[config.mk]
export PLATFORM = sky130hd
export DESIGN_NAME = armController
export DESIGN_NICKNAME = d
export VERILOG_FILES = /design/src/isaPkg.sv /design/src/ctrlPkg.sv /design/src/ctrlIf.sv /design/src/condUnit.sv /design/src/instrDecoder.sv /design/src/executeStage.sv /design/src/retireStage.sv /design/src/armController.sv
export SDC_FILE = /design/constraint.sdc
export NUM_CORES = 1
export LEC_CHECK = 0
export ABC_CLOCK_PERIOD_IN_PS = 3300
export BUFFER_PORTS_ARGS = -buffer_cell sky130_fd_sc_hd__buf_2
export CORE_ASPECT_RATIO = 1.25
export CORE_UTILIZATION = 50
export DETAILED_ROUTE_END_ITERATION = 16
export PLACE_DENSITY_LB_ADDON = 0.15
export SLEW_MARGIN = 15
export SYNTH_ARGS = -nofsm -noshare
export SYNTH_HDL_FRONTEND = slang
export SYNTH_SLANG_ARGS = --single-unit
[constraint.sdc]
create_clock -name clk -period 3.3 [get_ports clk]
set_clock_uncertainty 0.1 [all_clocks]
set_input_delay 0.33 -clock clk [delete_from_list [all_inputs] [get_ports clk]]
set_output_delay 0.33 -clock clk [all_outputs]
set_load 0.005 [all_outputs]
[src/isaPkg.sv]
package isaPkg;

  // ==============================
  // Instruction word
  // ==============================
  typedef logic [31:0] instr_t;   // One ARM instruction
  typedef logic [3:0]  cond_t;    // Condition field, bits 31:28

  // Single-bit field positions
  localparam int bitImm     = 25;   // I bit of DP and LDR/STR
  localparam int bitUp      = 23;   // U bit, add offset when high
  localparam int bitByte    = 22;   // B bit of LDR/STR
  localparam int bitHalfImm = 22;   // Immediate offset form of LDRH/STRH
  localparam int bitLoad    = 20;   // L bit
  localparam int bitSet     = 20;   // S bit of DP

  localparam logic [3:0] halfPattern = 4'b1011;  // Bits 7:4 of unsigned halfword

  // ==============================
  // Condition codes
  // ==============================
  localparam cond_t condEq = 4'h0;
  localparam cond_t condNe = 4'h1;
  localparam cond_t condCs = 4'h2;
  localparam cond_t condCc = 4'h3;
  localparam cond_t condMi = 4'h4;
  localparam cond_t condPl = 4'h5;
  localparam cond_t condVs = 4'h6;
  localparam cond_t condVc = 4'h7;
  localparam cond_t condHi = 4'h8;
  localparam cond_t condLs = 4'h9;
  localparam cond_t condGe = 4'hA;
  localparam cond_t condLt = 4'hB;
  localparam cond_t condGt = 4'hC;
  localparam cond_t condLe = 4'hD;
  localparam cond_t condAl = 4'hE;

  // Instruction class, bits 27:26
  localparam logic [1:0] opDataProc  = 2'b00;
  localparam logic [1:0] opLoadStore = 2'b01;
  localparam logic [1:0] opBranch    = 2'b10;

endpackage

[src/ctrlPkg.sv]
package ctrlPkg;

  // ==============================
  // ALU control and flags
  // ==============================
  typedef logic [3:0] aluCtrl_t;            // Same code as the DP opcode
  localparam aluCtrl_t aluAdd = 4'b0100;    // ADD opcode
  localparam aluCtrl_t aluSub = 4'b0010;    // SUB opcode

  typedef logic [3:0] flags_t;              // {N, Z, C, V}
  localparam int flagN = 3;
  localparam int flagZ = 2;
  localparam int flagC = 1;
  localparam int flagV = 0;

  // Upper bit enables N and Z, lower bit enables C and V
  typedef logic [1:0] flagWrite_t;

  // ==============================
  // Memory lanes and selects
  // ==============================
  typedef logic [3:0] byteMask_t;           // One enable per byte lane
  typedef logic [1:0] byteOffset_t;         // Address bits 1:0

  // Bit 0 reads PC as Rn, bit 1 reads Rd as the store source
  typedef logic [1:0] regSrc_t;

  // 00 DP rotate imm, 01 12-bit offset, 10 branch offset, 11 split halfword offset
  typedef logic [1:0] immSrc_t;

endpackage

[src/ctrlIf.sv]
`timescale 1ns/1ps

// Decoded control word from Decode into Execute
interface decodeIf;
  import isaPkg::*;
  import ctrlPkg::*;

  logic       regWrite;     // Writes Rd
  logic       memWrite;     // Store
  logic       memtoReg;     // Result comes from memory
  logic       branch;       // B instruction
  logic       pcSrc;        // Writes the PC
  logic       aluSrc;       // Immediate operand B
  aluCtrl_t   aluControl;
  flagWrite_t flagWrite;
  cond_t      cond;
  logic       byteAccess;   // LDRB/STRB
  logic       halfAccess;   // LDRH/STRH
  logic       loadFlag;     // Any load

  modport source (output regWrite, memWrite, memtoReg, branch, pcSrc, aluSrc,
                  aluControl, flagWrite, cond, byteAccess, halfAccess, loadFlag);
  modport sink   (input  regWrite, memWrite, memtoReg, branch, pcSrc, aluSrc,
                  aluControl, flagWrite, cond, byteAccess, halfAccess, loadFlag);
endinterface

// Condition-gated controls from Execute into Memory
interface retireIf;
  import ctrlPkg::*;

  logic        regWrite;
  logic        memWrite;
  logic        memtoReg;
  logic        pcSrc;
  logic        setFlags;    // Instruction updates NZCV
  flags_t      flagsNext;   // Merged flags after this instruction
  byteMask_t   byteMask;    // Lane enables, zero when no access
  byteOffset_t byteOffset;

  modport source (output regWrite, memWrite, memtoReg, pcSrc, setFlags,
                  flagsNext, byteMask, byteOffset);
  modport sink   (input  regWrite, memWrite, memtoReg, pcSrc, setFlags,
                  flagsNext, byteMask, byteOffset);
endinterface

[src/condUnit.sv]
`timescale 1ns/1ps

module condUnit (
  input  isaPkg::cond_t       cond,       // Condition field in Execute
  input  ctrlPkg::flags_t     flags,      // Forwarded NZCV
  input  ctrlPkg::flags_t     aluFlags,   // Flags from this ALU result
  input  ctrlPkg::flagWrite_t flagWrite,
  output logic                condEx,     // Condition passed
  output ctrlPkg::flags_t     flagsNext
);
  import isaPkg::*;
  import ctrlPkg::*;

  logic n, z, c, v;

  assign {n, z, c, v} = {flags[flagN], flags[flagZ], flags[flagC], flags[flagV]};

  always_comb begin
    case (cond)
      condEq:  condEx = z;
      condNe:  condEx = ~z;
      condCs:  condEx = c;
      condCc:  condEx = ~c;
      condMi:  condEx = n;
      condPl:  condEx = ~n;
      condVs:  condEx = v;
      condVc:  condEx = ~v;
      condHi:  condEx = c & ~z;           // Unsigned higher
      condLs:  condEx = ~c | z;
      condGe:  condEx = (n == v);         // Signed compare
      condLt:  condEx = (n != v);
      condGt:  condEx = ~z & (n == v);
      condLe:  condEx = z | (n != v);
      condAl:  condEx = 1'b1;
      default: condEx = 1'b0;             // 1111 space never runs here
    endcase
  end

  // Merge N/Z and C/V independently
  assign flagsNext[3:2] = (flagWrite[1] && condEx) ? aluFlags[3:2] : flags[3:2];
  assign flagsNext[1:0] = (flagWrite[0] && condEx) ? aluFlags[1:0] : flags[1:0];

endmodule

[src/instrDecoder.sv]
`timescale 1ns/1ps

module instrDecoder (
  input  isaPkg::instr_t   instrD,    // Instruction in Decode
  output ctrlPkg::regSrc_t regSrcD,   // Register-port selects
  output ctrlPkg::immSrc_t immSrcD,   // Immediate format
  decodeIf.source          dec        // Control word towards Execute
);
  import isaPkg::*;
  import ctrlPkg::*;

  logic [1:0] opClass;    // Bits 27:26
  logic       halfD;      // LDRH/STRH encoding
  logic       aluOpD;     // Data processing
  logic       ldStOpD;    // Any load or store
  logic       testOpD;    // TST TEQ CMP CMN
  logic       arithOpD;   // Opcode that yields C and V

  assign opClass  = instrD[27:26];
  assign halfD    = (instrD[27:25] == 3'b000) && (instrD[7:4] == halfPattern);
  assign testOpD  = (instrD[24:23] == 2'b10);
  assign arithOpD = (instrD[24:23] == 2'b01) || (instrD[24:22] == 3'b001)
                 || (instrD[24:22] == 3'b101);   // SUB..RSC, CMP, CMN

  // ==============================
  // Main decoder
  // ==============================
  always_comb begin
    regSrcD      = '0;     // Unsupported class stays all zero
    immSrcD      = '0;
    dec.aluSrc   = 1'b0;
    dec.memtoReg = 1'b0;
    dec.regWrite = 1'b0;
    dec.memWrite = 1'b0;
    dec.branch   = 1'b0;
    aluOpD       = 1'b0;
    ldStOpD      = 1'b0;
    case (opClass)
      opDataProc: begin
        if (halfD) begin
          ldStOpD    = 1'b1;
          immSrcD    = 2'b11;                     // imm8 split over 11:8 and 3:0
          dec.aluSrc = instrD[bitHalfImm];
        end else begin
          aluOpD       = 1'b1;
          dec.aluSrc   = instrD[bitImm];
          dec.regWrite = ~testOpD;                // Compares only set flags
        end
      end
      opLoadStore: begin
        ldStOpD    = 1'b1;
        immSrcD    = 2'b01;
        dec.aluSrc = ~instrD[bitImm];             // I bit inverted for LDR/STR
      end
      opBranch: begin
        if (instrD[bitImm]) begin                 // 101 is B, 100 is LDM/STM
          regSrcD    = 2'b01;                     // PC as base
          immSrcD    = 2'b10;
          dec.aluSrc = 1'b1;
          dec.branch = 1'b1;
        end
      end
      default: ;
    endcase
    if (ldStOpD) begin
      if (instrD[bitLoad]) begin
        dec.memtoReg = 1'b1;
        dec.regWrite = 1'b1;
      end else begin
        regSrcD[1]   = 1'b1;                      // Rd read as store data
        dec.memWrite = 1'b1;
      end
    end
  end

  // ==============================
  // ALU control
  // ==============================
  always_comb begin
    if (ldStOpD) begin
      dec.aluControl = instrD[bitUp] ? aluAdd : aluSub;   // Offset direction
      dec.flagWrite  = '0;
    end else if (aluOpD) begin
      dec.aluControl = instrD[24:21];
      dec.flagWrite  = {instrD[bitSet], instrD[bitSet] & arithOpD};
    end else begin
      dec.aluControl = dec.branch ? aluAdd : '0;         // PC plus offset
      dec.flagWrite  = '0;
    end
  end

  assign dec.pcSrc      = dec.branch
                       || (aluOpD && dec.regWrite && (instrD[15:12] == 4'hF));  // Rd is R15
  assign dec.cond       = instrD[31:28];
  assign dec.byteAccess = ldStOpD && (opClass == opLoadStore) && instrD[bitByte];
  assign dec.halfAccess = halfD;
  assign dec.loadFlag   = ldStOpD && instrD[bitLoad];

endmodule

[src/executeStage.sv]
`timescale 1ns/1ps

module executeStage (
  input  logic                 clk,
  input  logic                 reset,
  input  logic                 stallE,
  input  logic                 flushE,
  decodeIf.sink                dec,
  input  ctrlPkg::flags_t      aluFlagsE,      // Raw ALU flags
  input  ctrlPkg::byteOffset_t addrLowE,       // ALU result bits 1:0
  input  ctrlPkg::flags_t      flagsE,         // Forwarded from retireStage
  output ctrlPkg::aluCtrl_t    aluControlE,
  output logic                 aluSrcE,
  output logic                 branchTakenE,
  retireIf.source              ret
);
  import isaPkg::*;
  import ctrlPkg::*;

  logic       regWriteE, memWriteE, memtoRegE, branchE, pcSrcE;
  logic       byteAccessE, halfAccessE, loadFlagE;
  flagWrite_t flagWriteE;
  cond_t      condE;
  logic       condEx;
  byteMask_t  laneMask;       // Mask before gating

  // ==============================
  // Execute register
  // ==============================
  always_ff @(posedge clk) begin
    if (reset || flushE) begin               // Flush wins over stall
      regWriteE   <= 1'b0;
      memWriteE   <= 1'b0;
      memtoRegE   <= 1'b0;
      branchE     <= 1'b0;
      pcSrcE      <= 1'b0;
      aluSrcE     <= 1'b0;
      aluControlE <= '0;
      flagWriteE  <= '0;
      condE       <= '0;
      byteAccessE <= 1'b0;
      halfAccessE <= 1'b0;
      loadFlagE   <= 1'b0;
    end else if (!stallE) begin
      regWriteE   <= dec.regWrite;
      memWriteE   <= dec.memWrite;
      memtoRegE   <= dec.memtoReg;
      branchE     <= dec.branch;
      pcSrcE      <= dec.pcSrc;
      aluSrcE     <= dec.aluSrc;
      aluControlE <= dec.aluControl;
      flagWriteE  <= dec.flagWrite;
      condE       <= dec.cond;
      byteAccessE <= dec.byteAccess;
      halfAccessE <= dec.halfAccess;
      loadFlagE   <= dec.loadFlag;
    end
  end

  condUnit cond_i (
    .cond      (condE),
    .flags     (flagsE),
    .aluFlags  (aluFlagsE),
    .flagWrite (flagWriteE),
    .condEx    (condEx),
    .flagsNext (ret.flagsNext)
  );

  // Little-endian lane select
  always_comb begin
    if (halfAccessE)      laneMask = addrLowE[1] ? 4'b1100 : 4'b0011;
    else if (byteAccessE) laneMask = 4'b0001 << addrLowE;
    else                  laneMask = 4'b1111;          // Word
  end

  // ==============================
  // Condition gating
  // ==============================
  assign branchTakenE   = branchE & condEx;
  assign ret.regWrite   = regWriteE & condEx;
  assign ret.memWrite   = memWriteE & condEx;
  assign ret.memtoReg   = memtoRegE & condEx;    // No read when skipped
  assign ret.pcSrc      = pcSrcE & condEx;
  assign ret.setFlags   = (flagWriteE != 2'b00) & condEx;
  assign ret.byteMask   = ((memWriteE || loadFlagE) && condEx) ? laneMask : '0;
  assign ret.byteOffset = addrLowE;

endmodule

[src/retireStage.sv]
`timescale 1ns/1ps

module retireStage (
  input  logic               clk,
  input  logic               reset,
  input  logic               stallM,
  input  logic               flushM,
  input  logic               stallW,
  input  logic               flushW,
  retireIf.sink              ret,
  output logic               memWriteM,
  output logic               memtoRegM,
  output ctrlPkg::byteMask_t byteMaskM,
  output logic               regWriteM,
  output logic               regWriteW,
  output logic               memtoRegW,
  output logic               pcSrcW,
  output ctrlPkg::flags_t    flagsE        // Newest flags for Execute
);
  import ctrlPkg::*;

  logic   pcSrcM, setFlagsM, setFlagsW;
  flags_t flagsNextM, flagsNextW;
  flags_t flagsReg;                        // Architectural NZCV

  // ==============================
  // Memory register
  // ==============================
  always_ff @(posedge clk) begin
    if (reset || flushM) begin
      memWriteM <= 1'b0;
      memtoRegM <= 1'b0;
      regWriteM <= 1'b0;
      pcSrcM    <= 1'b0;
      setFlagsM <= 1'b0;
      byteMaskM <= '0;
    end else if (!stallM) begin
      memWriteM <= ret.memWrite;
      memtoRegM <= ret.memtoReg;
      regWriteM <= ret.regWrite;
      pcSrcM    <= ret.pcSrc;
      setFlagsM <= ret.setFlags;
      byteMaskM <= ret.byteMask;
    end
  end

  always_ff @(posedge clk) if (!stallM) flagsNextM <= ret.flagsNext;

  // ==============================
  // Writeback register
  // ==============================
  always_ff @(posedge clk) begin
    if (reset || flushW) begin
      regWriteW <= 1'b0;
      memtoRegW <= 1'b0;
      pcSrcW    <= 1'b0;
      setFlagsW <= 1'b0;
    end else if (!stallW) begin
      regWriteW <= regWriteM;
      memtoRegW <= memtoRegM;
      pcSrcW    <= pcSrcM;
      setFlagsW <= setFlagsM;
    end
  end

  always_ff @(posedge clk) if (!stallW) flagsNextW <= flagsNextM;

  // Flags commit as Writeback ends
  always_ff @(posedge clk) begin
    if (reset)                      flagsReg <= '0;
    else if (setFlagsW && !stallW)  flagsReg <= flagsNextW;
  end

  // Memory result is newer than Writeback
  assign flagsE = setFlagsM ? flagsNextM : (setFlagsW ? flagsNextW : flagsReg);

endmodule

[src/armController.sv]
`timescale 1ns/1ps

module armController (
  input  logic                 clk,
  input  logic                 reset,
  input  isaPkg::instr_t       instrD,
  input  ctrlPkg::flags_t      aluFlagsE,
  input  ctrlPkg::byteOffset_t addrLowE,
  input  logic                 stallE,
  input  logic                 flushE,
  input  logic                 stallM,
  input  logic                 flushM,
  input  logic                 stallW,
  input  logic                 flushW,
  output ctrlPkg::regSrc_t     regSrcD,
  output ctrlPkg::immSrc_t     immSrcD,
  output ctrlPkg::aluCtrl_t    aluControlE,
  output logic                 aluSrcE,
  output logic                 branchTakenE,
  output logic                 memWriteM,
  output logic                 memtoRegM,
  output ctrlPkg::byteMask_t   byteMaskM,
  output logic                 regWriteM,
  output logic                 regWriteW,
  output logic                 memtoRegW,
  output logic                 pcSrcW,
  output ctrlPkg::flags_t      flagsE
);

  decodeIf decBus ();    // Decode to Execute
  retireIf retBus ();    // Execute to Memory

  instrDecoder decoder_i (.instrD(instrD), .regSrcD(regSrcD), .immSrcD(immSrcD), .dec(decBus));

  executeStage execute_i (
    .clk(clk), .reset(reset), .stallE(stallE), .flushE(flushE),
    .dec(decBus), .aluFlagsE(aluFlagsE), .addrLowE(addrLowE), .flagsE(flagsE),
    .aluControlE(aluControlE), .aluSrcE(aluSrcE), .branchTakenE(branchTakenE),
    .ret(retBus)
  );

  retireStage retire_i (
    .clk(clk), .reset(reset), .stallM(stallM), .flushM(flushM),
    .stallW(stallW), .flushW(flushW), .ret(retBus),
    .memWriteM(memWriteM), .memtoRegM(memtoRegM), .byteMaskM(byteMaskM),
    .regWriteM(regWriteM), .regWriteW(regWriteW), .memtoRegW(memtoRegW),
    .pcSrcW(pcSrcW), .flagsE(flagsE)
  );

endmodule

# Yosys cells after proc, flatten, opt, wreduce, memory -nomap -nowiden
# Cells that the tools add are included.
dict set report word_totals {
  input_bits 46
  word_cells 127
  ff_bits 44
  out_inout_bits 24
}
dict set report op_classes {
  eq_ne 24
  bitwise 17
  shift 1
  reduce_logical 22
  muxes 38
}
# operator n
set op_table {}
lappend op_table {{$eq 4x4->1 const B} 9}
lappend op_table {{$mux 4} 8}
lappend op_table {{$mux 1} 17}
lappend op_table {{$eq 4x3->1 const B} 4}
lappend op_table {{$pmux 1 s15} 1}
lappend op_table {{$mux 2} 7}
lappend op_table {{$logic_and 1x1->1} 10}
lappend op_table {{$and 1x1->1} 9}
lappend op_table {{$eq 4x2->1 const B} 2}
lappend op_table {{$logic_or 1x1->1} 7}
lappend op_table {{$mux 3} 2}
lappend op_table {{$not 1->1} 6}
lappend op_table {{$pmux 2 s3} 1}
lappend op_table {{$eq 2x1->1 const B} 2}
lappend op_table {{$eq 2x2->1 const B} 2}
lappend op_table {{$eq 4x1->1 const B} 1}
lappend op_table {{$logic_not 4->1} 1}
lappend op_table {{$shl 1x2->4 const A} 1}
lappend op_table {{$eq 3x1->1 const B} 1}
lappend op_table {{$eq 3x3->1 const B} 1}
lappend op_table {{$logic_not 3->1} 1}
lappend op_table {{$pmux 1 s3} 1}
lappend op_table {{$logic_not 2->1} 1}
lappend op_table {{$or 1x1->1} 2}
lappend op_table {{other kinds (5)} 5}

# Logic depth before layout (Yosys ltp)
dict set report depth {
  depth_word 9
  mapped_depth 7
  ltp_nobuf 6
}

# Cells and area by module
# A second synthesis with hierarchy kept.
dict set report unflattened {
  cells_unflattened 239
  area_unflattened_um2 2349.8
}
# mod instances cells_each area_per_inst_um2
set modules_own_cells {}
lappend modules_own_cells {retireStage 1 82 988.4}
lappend modules_own_cells {executeStage 1 81 810.8}
lappend modules_own_cells {instrDecoder 1 45 290.3}
lappend modules_own_cells {condUnit 1 31 260.2}

# Worst setup path after synthesis
# OpenSTA, ideal clock, no wires.
dict set report synth_timing {
  kind {flip-flop to output port}
  from {register retire_i.setFlagsW}
  to {output branchTakenE}
  t_required_ps 2870
  path_stages_with_launch 8
  t_arrival_ps 2071
  path_slack_ps 799
  cell_sequence {dfxtp_1 buf_6 mux2_4 o21a_2 xnor3_1 a2111oi_4 nand2_2 and2_1}
}
dict set report synth_via {
  elab_chain_cells 6
  word_cells_on_any_way 14
  classes_between {eq/ne: 2; mux: 3; bitwise: 9}
}
# element line
set synth_rtl {}
lappend synth_rtl {{from (decl)} retireStage.sv:22} ;# logic pcSrcM, setFlagsM, setFlagsW;
lappend synth_rtl {{from (signal assigned)} retireStage.sv:62} ;# setFlagsW <= setFlagsM;
lappend synth_rtl {{$mux 4 * (2 in a row)} retireStage.sv:75} ;# assign flagsE = setFlagsM ? flagsNextM : (setFlagsW ? flagsNextW : flagsReg);
lappend synth_rtl {{via flagsE[0]} armController.sv:27} ;# output ctrlPkg::flags_t flagsE
lappend synth_rtl {{$ne 1x1->1 or $eq 1x1->1 (tied branches)} n/a}
lappend synth_rtl {{$or 1x1->1 or $and 1x1->1 (tied branches)} {condUnit.sv:33, condUnit.sv:32}}
lappend synth_rtl {{$pmux 1 s15 *} condUnit.sv:19} ;# case (cond)
lappend synth_rtl {{$and 1x1->1 *} executeStage.sv:79} ;# assign branchTakenE = branchE & condEx;
lappend synth_rtl {{to (decl)} armController.sv:19} ;# output logic branchTakenE,
# Mark *: on every way through the listed nets, which the timed path passes. The rest lies on a longest branch.

# Worst setup path in the final report
dict set report layout_timing {
  from {register retire_i.setFlagsW}
  to {output branchTakenE}
}
dict set report layout_via {
  elab_chain_cells 6
  word_cells_on_any_way 14
  classes_between {eq/ne: 2; mux: 3; bitwise: 9}
}
# element line
set layout_rtl {}
lappend layout_rtl {{$mux 4 * (2 in a row)} retireStage.sv:75}
lappend layout_rtl {{$ne 1x1->1, or another cell as far along} {condUnit.sv:31, condUnit.sv:33}}
lappend layout_rtl {{$or 1x1->1, or another cell as far along} condUnit.sv:33} ;# condLe: condEx = z | (n != v);
lappend layout_rtl {{$pmux 1 s15 *} condUnit.sv:19}
lappend layout_rtl {{$and 1x1->1 *} executeStage.sv:79}
# Every way passes the cells marked *; elsewhere a longest branch is shown, timed or not.

==> reports/results.txt <==
Post-CTS setup buffers -> 0
Worst Hold Class -> input port to register
Iter 0 DRT Violations -> 64
CTS max path bufs -> 2
Antenna cells -> 0
Die W -> 60.3 um
Total power -> 1.04 mW
Setup-failing EPs final -> 0
Status -> finished clean
Clk sinks -> 43
Multi-input logic area -> 0.00107 mm2
Synth warnings -> 0
Non-Filler Instances -> 324
Core Region -> 0.00407 mm2
Filler Cells Inserted -> 375
Mapped Nets -> 265
First-pass GRT wire length -> 6630 um
Max Slew Vio Count -> 0
Cell-by-cell trace of the critical path -> mux2_4, o21a_2, xnor3_1, a2111oi_4, nand2_2, and2_1, buf_2
PwrDens -> 416 mW/mm2
Layout cells sized above 1 -> 28.7%
TritonCTS Buffers -> 5
Post-Syn Area -> 0.00212 mm2
Slew at the pin closest to its max-slew limit -> 0.919 ns
Post-Syn Instances -> 219
Post-synth ARST share -> 0%
Post-synthesis sequential area ratio -> 44.3%
Clock latency on the worst-skew pair -> 0.30 ns
IO Count -> 70
Antenna Violating Nets Remaining -> 0
DP HPWL -> 3240 um
Peak supply drop -> 0.378 mV
Total GRT Usage -> 20.0%
Crit start category -> register
CTS tree -> done
Slew margin rel. -> 38.3%
Largest net degree at the start of global routing -> 31
Cell variety after synth -> 46
Routed WL -> 4290 um
Worst Path Required -> 2.87 ns
Initial Util -> 52.2%
Synth area leader -> dfxtp_1
Initial antenna violation count -> 0
Area Growth Syn to Fin -> 18.3%
CTS H-tree depth -> 2
Max-cap violation count -> 0
Nets@finish -> 313
1st-pass router iterations -> 4
Synth area leaders -> dfxtp_1 (33%), edfxtp_1 (11%), mux2i_1 (7.5%), nor2_1 (4.9%), a32o_1 (4.2%)
Fmax achieved -> 0.317 GHz
Die area -> 0.00451 mm2
Tcrit/Tclk final -> 95.6%
Avg Vias per Cell -> 5.54
Dpl cells -> 316
CP max stage cell -> dfxtp_1
Gpl congestion -> 0.746
Most numerous cell in the Yosys netlist -> dfxtp_1
Setup tns final -> 0 ns
Clock transition at path regs -> 0.08 ns
Crit end category -> primary output
Chip height -> 74.9 um
Arr. time, crit path -> 2.72 ns
WL per Instance -> 13.2 um
DRC viols -> 0
Hold Vio Cnt, Final -> 0
WHS -> 0.138 ns
Cts repair resizes -> 0
Vias in the first global route -> 1476
Unrepaired setup endpoints after global routing -> false
Cts-stage hold buffer count -> 0
Share of the synthesized area in the top cell type -> 33.0%
Reg area -> 941 um2
Min cycle time layout -> 3.15 ns
CP Max Fanout -> 10
Main synth FF type -> dfxtp_1
Setup WS post-layout -> 0.147 ns
FP Rows -> 26
Post-synth EDFFs -> 8
Cell Area, Placed -> 0.00240 mm2
Pre-CTS setup slack -> 0.477 ns
CP Class -> register to primary output
Total gr overflow -> 0
Via count -> 1794
Clock Tree Root -> clkbuf_8
Seq cells post-synth -> 43
Design area -> 0.00251 mm2
Critical Path Max Stage Delay -> 0.48 ns
Syn avg cell area -> 9.70 um2
Top post-synthesis cells by count -> dfxtp_1 (35), nor2_1 (28), mux2i_1 (16)
Final core occ -> 61.8%
Port buffer count -> 57
Leakage -> 1.06 nW
==> report_power, final <==
group	total [mW]	switching, mW	internal [mW]
combinational	0.0833	0.0456	0.0376
clock	0.410	0.185	0.225
sequential	0.551	0.00814	0.543
total	1.04	0.238	0.805
==> layout by cell type (no fill, tap or decap), types with 3 or more instances in the layout <==
cell type	n
o21a_1	3
a211oi_1	4
clkbuf_8	5
nand2b_1	6
nor2_1	28
nor3_1	11
nand3b_1	4
mux2i_1	16
a21oi_1	13
nand2_1	8
edfxtp_1	8
o22ai_1	4
a32o_1	9
mux2_1	5
dfxtp_1	35
nor2b_1	7
inv_1	9
buf_2	57
==> cell type report <==
cell class / count / area share (%)
multi-input combinational: 151 / 42.6
sequential: 43 / 37.5
timing repair buffer: 57 / 11.4
tap: 56 / 2.79
clock buffer: 5 / 2.74
clock inverter: 3 / 1.74
inverter: 9 / 1.34
==> logic make-up (layout without fill, tap and decap cells) <==
kind of cell / count (synthesis) / after routing / share of synthesized area [%]
AO/OA/AOI/OAI: 49 / 49 / 18.2
AND/OR/NAND/NOR: 77 / 77 / 18.5
flip-flops: 43 / 43 / 44.3
multiplexers: 24 / 24 / 12.7
buffers and inverters: 25 / 74 / 5.30
XOR/XNOR: 1 / 1 / 1.06
==> state kept, by name, indices dropped and copies added, names as in the netlist, 2 cells and up <==
register               cells
retire_i.byteMaskM         4
execute_i.condE            4
retire_i.flagsNextW        4
execute_i.aluControlE      4
retire_i.flagsReg          4
retire_i.flagsNextM        4
execute_i.flagWriteE       2
==> final timing paths <==
| check | startpoint | cells after the start | slack [ns] | end |
|---|---|---|---|---|
| hold reg to reg | retire_i.flagsNextM[0] | 0 | 0.35 | retire_i.flagsNextW[0] |
| setup / recovery | retire_i.setFlagsW | 7 | 0.15 | branchTakenE |
| hold / removal | flushW | 2 | 0.14 | retire_i.setFlagsW |
| setup reg to reg | retire_i.setFlagsW | 6 | 0.60 | retire_i.flagsNextM[0] |
==> layer usage <==
layer | vias to the layer above | wire length [um] | global-route usage [%]
li1 | 902 | - | -
met1 | 848 | 1850 | 23.1
met2 | 38 | 2180 | 34.4
met3 | 6 | 183 | 4.98
met4 | 0 | 67 | 8.79
met5 | - | 0 | 0
==> worst max-delay path, delay by kind of cell, from the launching register on <==
family	cells	cell delay [ns]
compound gates	2	0.66
flops	1	0.48
simple gates	2	0.44
xor+xnor	1	0.38
mux	1	0.34
buf+inv	1	0.12
Note: power is estimated with default switching activity, not from simulation.
